<file path="src/rtl/rv_exec_pkg.sv">
`default_nettype none

package rv_exec_pkg;

    localparam int XLEN = 32;
    localparam logic [XLEN-1:0] RESET_PC = 32'h0000_0000;

    // ~~~~~~~~~~~~~~~~~~~~~~~~~~~~~~~~~~~~~~~~~~~~~~~~~~~~~~~~~~~~
    // Opcodes of the supported RV32I subset.
    // ~~~~~~~~~~~~~~~~~~~~~~~~~~~~~~~~~~~~~~~~~~~~~~~~~~~~~~~~~~~~
    localparam logic [6:0] OP_LUI    = 7'b0110111;
    localparam logic [6:0] OP_AUIPC  = 7'b0010111;
    localparam logic [6:0] OP_JAL    = 7'b1101111;
    localparam logic [6:0] OP_JALR   = 7'b1100111;
    localparam logic [6:0] OP_BRANCH = 7'b1100011;
    localparam logic [6:0] OP_IMM    = 7'b0010011;
    localparam logic [6:0] OP_REG    = 7'b0110011;

    typedef struct packed {
        logic [6:0] funct7;
        logic [4:0] rs2;
        logic [4:0] rs1;
        logic [2:0] funct3;
        logic [4:0] rd;
        logic [6:0] opcode;
    } r_fmt_t;

    typedef struct packed {
        logic [11:0] imm;
        logic [4:0]  rs1;
        logic [2:0]  funct3;
        logic [4:0]  rd;
        logic [6:0]  opcode;
    } i_fmt_t;

    typedef struct packed {
        logic [6:0] imm_hi;
        logic [4:0] rs2;
        logic [4:0] rs1;
        logic [2:0] funct3;
        logic [4:0] imm_lo;
        logic [6:0] opcode;
    } s_fmt_t;

    typedef struct packed {
        logic       imm12;
        logic [5:0] imm10_5;
        logic [4:0] rs2;
        logic [4:0] rs1;
        logic [2:0] funct3;
        logic [3:0] imm4_1;
        logic       imm11;
        logic [6:0] opcode;
    } b_fmt_t;

    // The J format shares this view and regroups imm in the decoder.
    typedef struct packed {
        logic [19:0] imm;
        logic [4:0]  rd;
        logic [6:0]  opcode;
    } u_fmt_t;

    typedef union packed {
        r_fmt_t r;
        i_fmt_t i;
        s_fmt_t s;
        b_fmt_t b;
        u_fmt_t u;
    } instr_u;

    typedef enum logic [3:0] {
        ALU_ADD, ALU_SUB, ALU_SLL, ALU_SLT, ALU_SLTU, ALU_XOR,
        ALU_SRL, ALU_SRA, ALU_OR, ALU_AND, ALU_PASS_B
    } alu_op_e;

    typedef enum logic [2:0] {
        BR_NONE, BR_EQ, BR_NE, BR_LT, BR_GE, BR_LTU, BR_GEU, BR_ALWAYS
    } br_cond_e;

    // ~~~~~~~~~~~~~~~~~~~~~~~~~~~~~~~~~~~~~~~~~~~~~~~~~~~~~~~~~~~~
    // Pipeline records.
    // ~~~~~~~~~~~~~~~~~~~~~~~~~~~~~~~~~~~~~~~~~~~~~~~~~~~~~~~~~~~~
    typedef struct packed {
        logic            valid;
        logic [XLEN-1:0] pc;
        instr_u          instr;
    } if_id_t;

    typedef struct packed {
        logic            valid;
        logic [XLEN-1:0] pc;
        logic [4:0]      rs1;
        logic [4:0]      rs2;
        logic [XLEN-1:0] rs1_val;
        logic [XLEN-1:0] rs2_val;
        logic [XLEN-1:0] imm;
        alu_op_e         alu_op;
        logic            sel_a_pc;
        logic            sel_b_imm;
        br_cond_e        br_cond;
        logic            is_jump;
        logic            is_jalr;
        logic [4:0]      rd;
        logic            writes_rd;
    } id_ex_t;

    typedef struct packed {
        logic            valid;
        logic [XLEN-1:0] pc;
        logic [4:0]      rd;
        logic            we;
        logic [XLEN-1:0] data;
    } retire_t;

    typedef struct packed {
        logic            valid;
        logic [XLEN-1:0] target;
    } redirect_t;

endpackage

`default_nettype wire
</file>
<file path="src/rtl/exec_core_top.sv">
`timescale 1ns/100ps
`default_nettype none

module exec_core_top #(
    parameter int              XLEN     = rv_exec_pkg::XLEN,
    parameter logic [XLEN-1:0] RESET_PC = rv_exec_pkg::RESET_PC
) (
    input  wire                  clk,
    input  wire                  rst_i,
    output logic                 wb_cyc_o,
    output logic                 wb_stb_o,
    output logic [XLEN-1:0]      wb_adr_o,
    input  wire  [31:0]          wb_dat_i,
    input  wire                  wb_ack_i,
    output rv_exec_pkg::retire_t retire_o
);
    import rv_exec_pkg::*;

    if_id_t          if_id;
    id_ex_t          id_ex;
    redirect_t       redirect;
    logic [4:0]      rs1_addr;
    logic [4:0]      rs2_addr;
    logic [XLEN-1:0] rs1_data;
    logic [XLEN-1:0] rs2_data;

    fetch_unit #(
        .XLEN    (XLEN),
        .RESET_PC(RESET_PC)
    ) u_fetch (
        .clk       (clk),
        .rst_i     (rst_i),
        .redirect_i(redirect),
        .wb_cyc_o  (wb_cyc_o),
        .wb_stb_o  (wb_stb_o),
        .wb_adr_o  (wb_adr_o),
        .wb_dat_i  (wb_dat_i),
        .wb_ack_i  (wb_ack_i),
        .if_id_o   (if_id)
    );

    reg_file #(.XLEN(XLEN)) u_regs (
        .clk       (clk),
        .rst_i     (rst_i),
        .rs1_addr_i(rs1_addr),
        .rs2_addr_i(rs2_addr),
        .rs1_data_o(rs1_data),
        .rs2_data_o(rs2_data),
        .wr_i      (retire_o)
    );

    decode_unit #(.XLEN(XLEN)) u_decode (
        .clk       (clk),
        .rst_i     (rst_i),
        .if_id_i   (if_id),
        .redirect_i(redirect),
        .rs1_addr_o(rs1_addr),
        .rs2_addr_o(rs2_addr),
        .rs1_data_i(rs1_data),
        .rs2_data_i(rs2_data),
        .id_ex_o   (id_ex)
    );

    execute_stage #(.XLEN(XLEN)) u_execute (
        .clk       (clk),
        .rst_i     (rst_i),
        .id_ex_i   (id_ex),
        .redirect_o(redirect),
        .retire_o  (retire_o)
    );

endmodule

`default_nettype wire

</file>
<file path="src/rtl/execute_stage.sv">
`timescale 1ns/100ps
`default_nettype none

module execute_stage #(
    parameter int XLEN = rv_exec_pkg::XLEN
) (
    input  wire                    clk,
    input  wire                    rst_i,
    input  rv_exec_pkg::id_ex_t    id_ex_i,
    output rv_exec_pkg::redirect_t redirect_o,
    output rv_exec_pkg::retire_t   retire_o
);
    import rv_exec_pkg::*;

    retire_t         ret_q;
    logic [XLEN-1:0] rs1_val;
    logic [XLEN-1:0] rs2_val;
    logic [XLEN-1:0] alu_a;
    logic [XLEN-1:0] alu_b;
    logic [XLEN-1:0] alu_res;
    logic [XLEN-1:0] pc_rel;
    logic            zero;
    logic            neg;
    logic            ltu;
    logic            taken;

    // The only younger result not yet in the register file sits in ret_q.
    function automatic logic [XLEN-1:0] fwd(input logic [4:0] num, input logic [XLEN-1:0] val);
        if (ret_q.valid && ret_q.we && ret_q.rd != 5'd0 && ret_q.rd == num) begin
            return ret_q.data;
        end
        return val;
    endfunction

    assign rs1_val = fwd(id_ex_i.rs1, id_ex_i.rs1_val);
    assign rs2_val = fwd(id_ex_i.rs2, id_ex_i.rs2_val);
    assign alu_a   = id_ex_i.sel_a_pc ? id_ex_i.pc : rs1_val;
    assign alu_b   = id_ex_i.sel_b_imm ? id_ex_i.imm : rs2_val;
    assign pc_rel  = id_ex_i.pc + id_ex_i.imm;

    alu_shifter #(
        .XLEN(XLEN)
    ) u_alu (
        .a_i     (alu_a),
        .b_i     (alu_b),
        .op_i    (id_ex_i.alu_op),
        .result_o(alu_res),
        .zero_o  (zero),
        .neg_o   (neg),
        .ltu_o   (ltu)
    );

    // ~~~~~~~~~~~~~~~~~~~~~~~~~~~~~~~~~~~~~~~~~~~~~~~~~~~~~~~~~~~~
    // Branch controller; not-taken is predicted, so taken redirects.
    // ~~~~~~~~~~~~~~~~~~~~~~~~~~~~~~~~~~~~~~~~~~~~~~~~~~~~~~~~~~~~
    always_comb begin
        case (id_ex_i.br_cond)
            BR_EQ:     taken = zero;
            BR_NE:     taken = !zero;
            BR_LT:     taken = neg;
            BR_GE:     taken = !neg;
            BR_LTU:    taken = ltu;
            BR_GEU:    taken = !ltu;
            BR_ALWAYS: taken = 1'b1;
            default:   taken = 1'b0;
        endcase
    end

    assign redirect_o.valid  = id_ex_i.valid && taken;
    assign redirect_o.target = id_ex_i.is_jalr ? {alu_res[XLEN-1:1], 1'b0} : pc_rel;

    // Writeback register.
    always_ff @(posedge clk) begin
        ret_q.pc   <= id_ex_i.pc;
        ret_q.rd   <= id_ex_i.rd;
        ret_q.we   <= id_ex_i.writes_rd;
        ret_q.data <= id_ex_i.is_jump ? id_ex_i.pc + XLEN'(4) : alu_res;
        ret_q.valid <= id_ex_i.valid && !rst_i;
    end

    assign retire_o = ret_q;

endmodule

`default_nettype wire

</file>
<file path="src/rtl/alu_shifter.sv">
`timescale 1ns/100ps
`default_nettype none

module alu_shifter #(
    parameter int XLEN = rv_exec_pkg::XLEN
) (
    input  wire  [XLEN-1:0]      a_i,
    input  wire  [XLEN-1:0]      b_i,
    input  rv_exec_pkg::alu_op_e op_i,
    output logic [XLEN-1:0]      result_o,
    output logic                 zero_o,
    output logic                 neg_o,
    output logic                 ltu_o
);
    import rv_exec_pkg::*;

    logic [XLEN:0]   diff;
    logic            ovf;
    logic [4:0]      shamt;

    // ~~~~~~~~~~~~~~~~~~~~~~~~~~~~~~~~~~~~~~~~~~~~~~~~~~~~~~~~~~~~
    // Flags from a minus b.
    // ~~~~~~~~~~~~~~~~~~~~~~~~~~~~~~~~~~~~~~~~~~~~~~~~~~~~~~~~~~~~
    assign diff   = {1'b0, a_i} - {1'b0, b_i};
    assign ltu_o  = diff[XLEN];
    assign zero_o = (diff[XLEN-1:0] == '0);
    assign ovf    = (a_i[XLEN-1] ^ b_i[XLEN-1]) & (a_i[XLEN-1] ^ diff[XLEN-1]);
    // With overflow corrected, neg means a is less than b as signed numbers.
    assign neg_o  = diff[XLEN-1] ^ ovf;

    assign shamt = b_i[4:0];

    always_comb begin
        case (op_i)
            ALU_ADD:    result_o = a_i + b_i;
            ALU_SUB:    result_o = diff[XLEN-1:0];
            ALU_SLL:    result_o = a_i << shamt;
            ALU_SLT:    result_o = {{(XLEN-1){1'b0}}, neg_o};
            ALU_SLTU:   result_o = {{(XLEN-1){1'b0}}, ltu_o};
            ALU_XOR:    result_o = a_i ^ b_i;
            ALU_SRL:    result_o = a_i >> shamt;
            ALU_SRA:    result_o = $signed(a_i) >>> shamt;
            ALU_OR:     result_o = a_i | b_i;
            ALU_AND:    result_o = a_i & b_i;
            ALU_PASS_B: result_o = b_i;
            default:    result_o = '0;
        endcase
    end

endmodule

`default_nettype wire

</file>
<file path="src/rtl/decode_unit.sv">
`timescale 1ns/100ps
`default_nettype none

module decode_unit #(
    parameter int XLEN = rv_exec_pkg::XLEN
) (
    input  wire                    clk,
    input  wire                    rst_i,
    input  rv_exec_pkg::if_id_t    if_id_i,
    input  rv_exec_pkg::redirect_t redirect_i,
    output logic [4:0]             rs1_addr_o,
    output logic [4:0]             rs2_addr_o,
    input  wire  [XLEN-1:0]        rs1_data_i,
    input  wire  [XLEN-1:0]        rs2_data_i,
    output rv_exec_pkg::id_ex_t    id_ex_o
);
    import rv_exec_pkg::*;

    instr_u ins;
    id_ex_t dec;
    id_ex_t id_ex_q;

    assign ins        = if_id_i.instr;
    assign rs1_addr_o = ins.i.rs1;
    assign rs2_addr_o = ins.s.rs2;

    // Register and immediate forms share this map; only OP_REG knows SUB.
    function automatic alu_op_e alu_from_funct3(input logic [2:0] f3, input logic alt,
                                                input logic is_reg);
        case (f3)
            3'b000:  return (is_reg && alt) ? ALU_SUB : ALU_ADD;
            3'b001:  return ALU_SLL;
            3'b010:  return ALU_SLT;
            3'b011:  return ALU_SLTU;
            3'b100:  return ALU_XOR;
            3'b101:  return alt ? ALU_SRA : ALU_SRL;
            3'b110:  return ALU_OR;
            default: return ALU_AND;
        endcase
    endfunction

    always_comb begin
        dec         = '0;
        dec.valid   = if_id_i.valid;
        dec.pc      = if_id_i.pc;
        dec.rs1     = ins.i.rs1;
        dec.rs2     = ins.s.rs2;
        dec.rs1_val = rs1_data_i;
        dec.rs2_val = rs2_data_i;
        dec.rd      = ins.r.rd;
        dec.alu_op  = ALU_ADD;
        dec.br_cond = BR_NONE;
        case (ins.r.opcode)
            OP_LUI, OP_AUIPC: begin
                dec.imm       = {ins.u.imm, 12'b0};
                dec.alu_op    = (ins.u.opcode == OP_LUI) ? ALU_PASS_B : ALU_ADD;
                dec.sel_a_pc  = (ins.u.opcode == OP_AUIPC);
                dec.sel_b_imm = 1'b1;
                dec.writes_rd = 1'b1;
            end
            OP_JAL: begin
                dec.imm = {{12{ins.u.imm[19]}}, ins.u.imm[7:0], ins.u.imm[8],
                           ins.u.imm[18:9], 1'b0};
                dec.br_cond   = BR_ALWAYS;
                dec.is_jump   = 1'b1;
                dec.writes_rd = 1'b1;
            end
            OP_JALR: begin
                dec.imm       = {{20{ins.i.imm[11]}}, ins.i.imm};
                dec.sel_b_imm = 1'b1;
                dec.br_cond   = BR_ALWAYS;
                dec.is_jump   = 1'b1;
                dec.is_jalr   = 1'b1;
                dec.writes_rd = 1'b1;
            end
            OP_BRANCH: begin
                dec.imm = {{20{ins.b.imm12}}, ins.b.imm11, ins.b.imm10_5,
                           ins.b.imm4_1, 1'b0};
                // The comparison is a subtraction whose flags execute reads.
                dec.alu_op = ALU_SUB;
                case (ins.b.funct3)
                    3'b000:  dec.br_cond = BR_EQ;
                    3'b001:  dec.br_cond = BR_NE;
                    3'b100:  dec.br_cond = BR_LT;
                    3'b101:  dec.br_cond = BR_GE;
                    3'b110:  dec.br_cond = BR_LTU;
                    3'b111:  dec.br_cond = BR_GEU;
                    default: dec.valid   = 1'b0;
                endcase
            end
            OP_IMM: begin
                dec.imm       = {{20{ins.i.imm[11]}}, ins.i.imm};
                dec.alu_op    = alu_from_funct3(ins.i.funct3, ins.r.funct7[5], 1'b0);
                dec.sel_b_imm = 1'b1;
                dec.writes_rd = 1'b1;
            end
            OP_REG: begin
                dec.alu_op    = alu_from_funct3(ins.r.funct3, ins.r.funct7[5], 1'b1);
                dec.writes_rd = 1'b1;
            end
            default: dec.valid = 1'b0;
        endcase
    end

    // Payload loads every cycle, and only valid is cleared.
    always_ff @(posedge clk) begin
        id_ex_q <= dec;
        if (rst_i || redirect_i.valid) begin
            id_ex_q.valid <= 1'b0;
        end
    end

    assign id_ex_o = id_ex_q;

endmodule

`default_nettype wire

</file>
<file path="src/rtl/reg_file.sv">
`timescale 1ns/100ps
`default_nettype none

module reg_file #(
    parameter int XLEN = rv_exec_pkg::XLEN
) (
    input  wire                  clk,
    input  wire                  rst_i,
    input  wire  [4:0]           rs1_addr_i,
    input  wire  [4:0]           rs2_addr_i,
    output logic [XLEN-1:0]      rs1_data_o,
    output logic [XLEN-1:0]      rs2_data_o,
    input  rv_exec_pkg::retire_t wr_i
);

    logic [XLEN-1:0] regs_q [1:31];
    logic            wr_en;

    assign wr_en = wr_i.valid && wr_i.we && (wr_i.rd != 5'd0);

    always_ff @(posedge clk) begin
        if (rst_i) begin
            for (int i = 1; i < 32; i++) begin
                regs_q[i] <= '0;
            end
        end else if (wr_en) begin
            regs_q[wr_i.rd] <= wr_i.data;
        end
    end

    // A write in this cycle is seen by a read of the same register.
    function automatic logic [XLEN-1:0] read_port(input logic [4:0] addr);
        if (addr == 5'd0) begin
            return '0;
        end
        return (wr_en && wr_i.rd == addr) ? wr_i.data : regs_q[addr];
    endfunction

    assign rs1_data_o = read_port(rs1_addr_i);
    assign rs2_data_o = read_port(rs2_addr_i);

endmodule

`default_nettype wire

</file>
<file path="src/rtl/fetch_unit.sv">
`timescale 1ns/100ps
`default_nettype none

module fetch_unit #(
    parameter int              XLEN     = rv_exec_pkg::XLEN,
    parameter logic [XLEN-1:0] RESET_PC = rv_exec_pkg::RESET_PC
) (
    input  wire                    clk,
    input  wire                    rst_i,
    input  rv_exec_pkg::redirect_t redirect_i,
    output logic                   wb_cyc_o,
    output logic                   wb_stb_o,
    output logic [XLEN-1:0]        wb_adr_o,
    input  wire  [31:0]            wb_dat_i,
    input  wire                    wb_ack_i,
    output rv_exec_pkg::if_id_t    if_id_o
);
    import rv_exec_pkg::*;

    logic            cyc_q;
    logic [XLEN-1:0] pc_q;
    logic [XLEN-1:0] target_q;
    logic            discard_q;
    logic            read_done;
    if_id_t          if_id_q;

    // The bus stays busy after reset, so every ack ends one read and opens the next.
    assign wb_cyc_o  = cyc_q;
    assign wb_stb_o  = cyc_q;
    assign wb_adr_o  = pc_q;
    assign read_done = cyc_q && wb_ack_i;

    always_ff @(posedge clk) begin
        if (rst_i) begin
            cyc_q     <= 1'b0;
            pc_q      <= RESET_PC;
            discard_q <= 1'b0;
        end else begin
            cyc_q <= 1'b1;
            if (redirect_i.valid) begin
                if (read_done || !cyc_q) begin
                    pc_q      <= redirect_i.target;
                    discard_q <= 1'b0;
                end else begin
                    // The address must hold until ack, so the target waits here.
                    discard_q <= 1'b1;
                end
            end else if (read_done) begin
                pc_q      <= discard_q ? target_q : pc_q + XLEN'(4);
                discard_q <= 1'b0;
            end
        end
    end

    always_ff @(posedge clk) begin
        if (redirect_i.valid) begin
            target_q <= redirect_i.target;
        end
    end

    // ~~~~~~~~~~~~~~~~~~~~~~~~~~~~~~~~~~~~~~~~~~~~~~~~~~~~~~~~~~~~
    // Fetch-to-decode register.
    // ~~~~~~~~~~~~~~~~~~~~~~~~~~~~~~~~~~~~~~~~~~~~~~~~~~~~~~~~~~~~
    always_ff @(posedge clk) begin
        if (read_done) begin
            if_id_q.pc    <= pc_q;
            if_id_q.instr <= wb_dat_i;
        end
        // A word fetched down the wrong path never reaches decode.
        if_id_q.valid <= read_done && !discard_q && !redirect_i.valid && !rst_i;
    end

    assign if_id_o = if_id_q;

endmodule

`default_nettype wire

</file>
<file path="config.mk">
export PLATFORM = sky130hd
export DESIGN_NAME = exec_core_top
export DESIGN_NICKNAME = d
export VERILOG_FILES = /design/src/rtl/rv_exec_pkg.sv /design/src/rtl/exec_core_top.sv /design/src/rtl/execute_stage.sv /design/src/rtl/alu_shifter.sv /design/src/rtl/decode_unit.sv /design/src/rtl/reg_file.sv /design/src/rtl/fetch_unit.sv
export SDC_FILE = /design/constraint.sdc
export NUM_CORES = 2
export LEC_CHECK = 0
export BUFFER_PORTS_ARGS = -buffer_cell sky130_fd_sc_hd__buf_2
export CAP_MARGIN = 30
export CORE_AREA = 2 2 381 383
export CTS_BUF_LIST = sky130_fd_sc_hd__clkbuf_8 sky130_fd_sc_hd__clkbuf_16
export DETAILED_ROUTE_END_ITERATION = 16
export DIE_AREA = 0 0 383 385
export PLACE_DENSITY = 0.79
export SETUP_SLACK_MARGIN = 0.02
export SYNTH_ARGS = -nofsm -noshare
export SYNTH_HDL_FRONTEND = slang
export SYNTH_SLANG_ARGS = --single-unit
export TNS_END_PERCENT = 20
</file>
<file path="constraint.sdc">
create_clock -name clk -period 13.63 [get_ports clk]
set_input_delay 0.6815 -clock clk [delete_from_list [all_inputs] [get_ports clk]]
set_output_delay 0.6815 -clock clk [all_outputs]
set_load 0.005 [all_outputs]
</file>
==> Word level (Yosys, flattened, before mapping) <==
Memories as Yosys holds them, arrays and structs flattened. A register that Yosys moved wholly into a read port is not among the register bits.
Index checks and enable logic that the tools add are counted.
{ "word_totals": {"regBits": 358, "latch_bits": 0, "ram_bits": 992, "mem_bits_ro": 0, "inputBits": 35, "out_inout_bits": 105, "elab_cells": 168, "memories": 1} }
{ "classes": {"n_addsub": 5, "mul": 0, "div_mod_pow": 0, "magnitude_cmp": 0, "n_eq_ne": 36, "n_shift": 3, "mux": 53, "bitwise_logic": 7, "n_reduce_logical": 36} }
{ "memory_table": {"columns": ["name", "words", "word_bits", "rd", "rd_clocked_by_memory_dff", "wr", "line", "source"], "rows": [
  ["u_regs.regs_q", 31, 32, 2, 2, 31, "reg_file.sv:16", "logic [XLEN-1:0] regs_q [1:31];"]
]} }
{ "op_table": {"columns": ["operator", "n"], "rows": [
  ["$mux W32", 19],
  ["$pmux W32 S11", 1],
  ["$pmux W32 S4", 1],
  ["$add A32 B3 Y32 const B", 2],
  ["$add A32 B32 Y32", 2],
  ["$pmux W4 S7", 2],
  ["$sub A32 B32 Y33", 1],
  ["$and A32 B32 Y32", 1],
  ["$logic_not A32 Y1", 1],
  ["$or A32 B32 Y32", 1],
  ["$reduce_or A32 Y1", 1],
  ["$shl A32 B5 Y32", 1],
  ["$shr A32 B5 Y32", 1],
  ["$sshr A32 B5 Y32", 1],
  ["$xor A32 B32 Y32", 1],
  ["$eq A3 B3 Y1 const B", 8],
  ["$eq A7 B7 Y1 const B", 3],
  ["$mux W1", 21],
  ["$eq A5 B5 Y1", 4],
  ["$pmux W3 S6", 1],
  ["$eq A4 B3 Y1 const B", 4],
  ["$pmux W4 S4", 1],
  ["$mux W5", 3],
  ["$eq A7 B5 Y1 const B", 2],
  ["other kinds (25)", 57]
]} }

==> Logic depth before layout (Yosys ltp) <==
{ "depth": {"ltp_word": 16, "ltp_mapped": 39, "ltp_nobuf": 34} }

==> Modules after synthesis <==
Synthesis repeated with hierarchy kept, for this count alone.
{ "hier_totals": {"hier_cells": 6866, "hier_area_um2": 79967.9} }
{ "modules_own_cells": {"columns": ["mod", "instances", "cells_each", "area_each_um2", "seq_area_each_um2"], "rows": [
  ["reg_file", 1, 4007, 55793.5, 30749.5],
  ["alu_shifter", 1, 1372, 9007.4, 0.0],
  ["execute_stage", 1, 795, 6005.8, 1421.4],
  ["fetch_unit", 1, 426, 5288.8, 3583.4],
  ["decode_unit", 1, 266, 3872.5, 3123.0]
]} }

==> Least setup slack after synthesis <==
Ideal clock, no wire load.
{ "synth_timing": {"path_kind": "flip-flop to flip-flop", "from": "register u_execute.ret_q (netlist bit u_execute.retire_o[37])", "to": "register u_fetch.pc_q[22], in the netlist u_fetch.wb_adr_o[22]", "setup_ns": 0.091, "arrival_time_ns": 8.401, "setup_slack_ns": 5.138, "stages_incl_launch_ff": 40, "n_path_buf": 7, "period_less_slack_ns": 8.492, "cell_sequence": "dfxtp_1 buf_2 nor3_1 a21o_1 o31ai_1 a31o_2 clkbuf_1 buf_1 clkbuf_1 buf_1 ha_1 clkbuf_1 a21o_1 a21o_1 a21o_1 a221oi_1 o31ai_1 a41o_2 [... 4 more ...] o21bai_1 a21oi_1 fa_1 nand2_1 a2111oi_0 nand4_1 nor4b_1 o2111ai_1 nor4_1 o2111ai_1 nor4_1 o2111a_2 a211o_2 nand3_4 inv_2 buf_4 nand2_1 a311oi_1"} }
{ "synth_lines": {"columns": ["item", "line", "source"], "rows": [
  ["start, declared", "execute_stage.sv:15", "retire_t ret_q;"],
  ["end signal, assigned", "fetch_unit.sv:42", "pc_q <= redirect_i.target;"],
  ["end signal, assigned", "fetch_unit.sv:49", "pc_q <= discard_q ? target_q : pc_q + XLEN'(4);"],
  ["end, declared", "fetch_unit.sv:21", "logic [XLEN-1:0] pc_q;"]
]} }

==> Worst setup path after layout <==
{ "layout_timing": {"from": "register u_execute.ret_q (netlist bit u_execute.retire_o[36])", "to": "register u_fetch.pc_q[1], in the netlist u_fetch.wb_adr_o[1]"} }
{ "layout_via": {"elab_chain_cells": 15} }
{ "layout_lines": {"columns": ["item", "line", "source"], "rows": [
  ["$reduce_bool A5 Y1", "execute_stage.sv:29", "if (ret_q.valid && ret_q.we && ret_q.rd != 5'd0 && ret_q.rd == num) begin"],
  ["$logic_and A1 B1 Y1 (2 in a row)", "execute_stage.sv:29", null],
  ["$mux W1", "execute_stage.sv:29", null],
  ["$mux W32", "execute_stage.sv:32", "return val;"],
  ["$mux W32 (on tied branches)", "execute_stage.sv:37, execute_stage.sv:38", null],
  ["$sub A32 B32 Y33", "alu_shifter.sv:24", "assign diff = {1'b0, a_i} - {1'b0, b_i};"],
  ["$xor A1 B1 Y1", "alu_shifter.sv:27", "assign ovf = (a_i[XLEN-1] ^ b_i[XLEN-1]) & (a_i[XLEN-1] ^ diff[XLEN-1]);"],
  ["$and A1 B1 Y1", "alu_shifter.sv:27", null],
  ["$xor A1 B1 Y1", "alu_shifter.sv:29", "assign neg_o = diff[XLEN-1] ^ ovf;"],
  ["$logic_not A1 Y1", "execute_stage.sv:61", "BR_GE: taken = !neg;"],
  ["$pmux W1 S7", "execute_stage.sv:57", "case (id_ex_i.br_cond)"],
  ["$logic_and A1 B1 Y1", "execute_stage.sv:69", "assign redirect_o.valid = id_ex_i.valid && taken;"],
  ["$ne A2 B2 Y1 (no line) / $reduce_bool A2 Y1 (equally long branches)", null, null],
  ["$reduce_and A2 Y1 (no line)", null, null]
]} }
Parallel ways exist; a longest one is shown, timed or not. The select of a mux whose other input is x is not followed.
A chain may end at the register's enable or synchronous reset.

==> results.md <==
* Status: finished, final reports clean
* Post-CTS setup buffer count at 0
* Chip height at 385 µm
* Most used cell, CP: a21o_1
* Unrepaired setup endpoints after global routing: false
* IO buf count at 139
* GRT overflow at 0
* First-pass GRT wire length at 407000 µm
* Seq cells post-synth at 1392
* Most frequent cells in the layout: 1120 x edfxtp_1, 908 x and2_1, 642 x mux4_2
* Yosys warnings at 0
* Logic pwr share at 0.286
* CP required at 14.34 ns
* Post-synth EDFFs at 1120
* Critical path endpoint category: flip-flop
* Clock H-tree levels at 4
* Core area at 0.143 mm²
* Overall routing resource usage at 0.389
* Power Total at 12.5 mW
* Worst setup path category: flip-flop to flip-flop
* Root Buffer: clkbuf_16
* Final #Nets at 6273
* Layout cells sized above 1 at 0.216
* Post-DP HPWL at 183000 µm
* Horiz. Die Dim at 383 µm
* Crit path max-delay family: compound AO/OA/AOI/OAI gates
* Most common cell after layout, fill and taps aside: edfxtp_1
* Vias in the first global route at 56.5k
* Min-Delay Startpoint: wb_dat_i[29]
* CP Launch Type: flip-flop
* Initial Util at 0.548
* CP bufs+invs at 3
* Synth Instances at 6162
* Slew @ Worst Pin at 1.12 ns
* CTS tree: built
* First-iteration detailed-routing DRC count at 9945
* Switching power at 4.45 mW
* Post-Syn Area at 0.0784 mm²
* Most area-hungry cell type in the Yosys netlist: edfxtp_1
* Tightest Hold Check Type: input port to flip-flop
* First-pass detailed-route iteration total at 6
* Switching share of power at 0.356
* Clk_skew at 0.0370 ns
* TNS Setup at 0 ns
* Prevailing post-synth register cell: edfxtp_1
* Register area share after synthesis at 0.498
* Die Area at 0.147 mm²
* Max_slew headroom at 0.245
* Rows at 139
* Netlist cell types at 97
* Reg power frac at 0.405
* WL/cell at 35.5 µm
* Vias per cell at 7.14
* Synthesized area per cell at 12.7 µm²
* CP Launch Point: u_execute.retire_o[36]
* Minimum clock period at 11.77 ns
* Largest net degree at the start of global routing at 127
* I/O pin count at 140
* Cts hold-fix bufs at 0
* CP peak stage delay at 0.92 ns
* Max Clk Rate at 84.9 MHz
* Final ANT Viol Nets at 0
* Clock-pin transition on the worst setup and hold timing paths at 0.06 ns
* Via count at 58.1k
* # DRC at 0
* Slowest-stage cell, CP: inv_2
* Peak supply drop at 0.176 mV
* Synth top area share at 0.429
* Clock Sinks at 1392
* Synth async-reset ratio at 0
* Slew Viols, Final at 0
* Area Overhead vs Synth at 9.87%
* Leak at 31.9 nW
* Internal power at 8.05 mW
* Max Cap Viol at 0
* Tcrit/Tclk final at 0.864
* DRT Wirelength at 289000 µm
* Final GP Congestion at 1.05
* Final setup vio count at 0
* Main area contributors after synthesis: edfxtp_1 43%, mux4_2 18%, and2_1 7.2%, dfxtp_1 6.9%, mux2i_1 2.7%
* Worst-path maximum fanout at 50
* Maximum root-to-sink buffer count at 3
* Post-cts sizing count at 0
* Reg2reg start: u_execute.retire_o[36]
* Clock power frac at 0.309
* Hold Violations, Final at 0
* Clock latency on the worst-skew pair at 0.82 ns
* FF-to-FF setup slack at 1.86 ns
* Num CTS Buffers at 146
* Initial antenna violation count at 21
* Power density cells at 145 mW/mm²
* Critical Path AT at 12.49 ns
[per-stage QoR]
step	instances	hold WS, ns	instance area [µm²]	worst slack [ns]	utilization
final	8136	0.0392	86100	1.86	0.602
after global routing	8125	0.0124	86100	1.44	0.602
after floorplan	6193	0.310	78500	5.14	-
after detailed placement	7857	0.319	81500	1.88	0.569
after CTS	8122	0.00334	86100	1.82	0.601
after global placement	7853	0.311	81400	2.32	0.569
[synthesized netlist by cell type, drive strengths merged (113+ instances only)]
library cell	count
edfxtp	1120
and2	908
mux4	642
clkbuf	459
nor2	376
nand2	280
dfxtp	272
o21ai	246
mux2i	211
a21oi	184
nor3	138
ha	131
inv	117
a211oi	113
[metal layers]
layer  vias up  global-route usage  share of wire
li1      23251                   -              -
met1     28637               0.482           0.33
met2      4981               0.588           0.45
met3      1235               0.108           0.13
met4        12               0.287          0.088
met5         -             0.00455        0.00032
[power groups by stage]
stage               Combinational (mW)  Sequential (mW)  Clock, mW
global placement                  3.36             5.13          0
finish                            3.58             5.06       3.86
CTS                               3.42             5.05       3.87
floorplan                         1.98             5.09          0
global route                      3.65             5.07       4.03
detailed placement                3.40             5.13          0
[final timing paths]
kind | to | depth (start not counted)
hold / removal | u_fetch.if_id_o[29] | 1
setup / recovery | u_fetch.wb_adr_o[1] | 34
hold reg to reg | u_execute.retire_o[32] | 0
setup reg to reg | u_fetch.wb_adr_o[1] | 34
[registers in the layout, summed over array words and instances (netlist names), named ones only]
signal / count
u_decode.id_ex_o: 156
u_execute.retire_o: 71
u_fetch.discard_q: 1
u_fetch.if_id_o: 65
u_fetch.target_q: 32
u_fetch.wb_adr_o: 32
u_fetch.wb_cyc_o: 1
u_regs.regs_q: 1024
[final cells by class]
cell class | count | area (µm²)
Sequential cell | 1392 | 39100
Multi-Input combinational cell | 4109 | 37300
Timing Repair Buffer | 333 | 2240
Antenna cell | 12 | 30.0
Fill cell | 10613 | 57000
Inverter | 122 | 459
Tap cell | 1903 | 2380
Clock buffer | 151 | 3770
Clock inverter | 114 | 805
[logic make-up after synthesis]
group	after synthesis	synth area share
muxes	897	0.218
DFF	1392	0.498
xor gates and xnor gates	135	0.0153
and+or+nand+nor	1982	0.135
buffers and inverters	692	0.0335
AOI/OAI and AO/OA	929	0.0783
adders and majority gates	134	0.0217
other	1	0.0000478
Note: power is estimated with default switching activity, not from simulation.
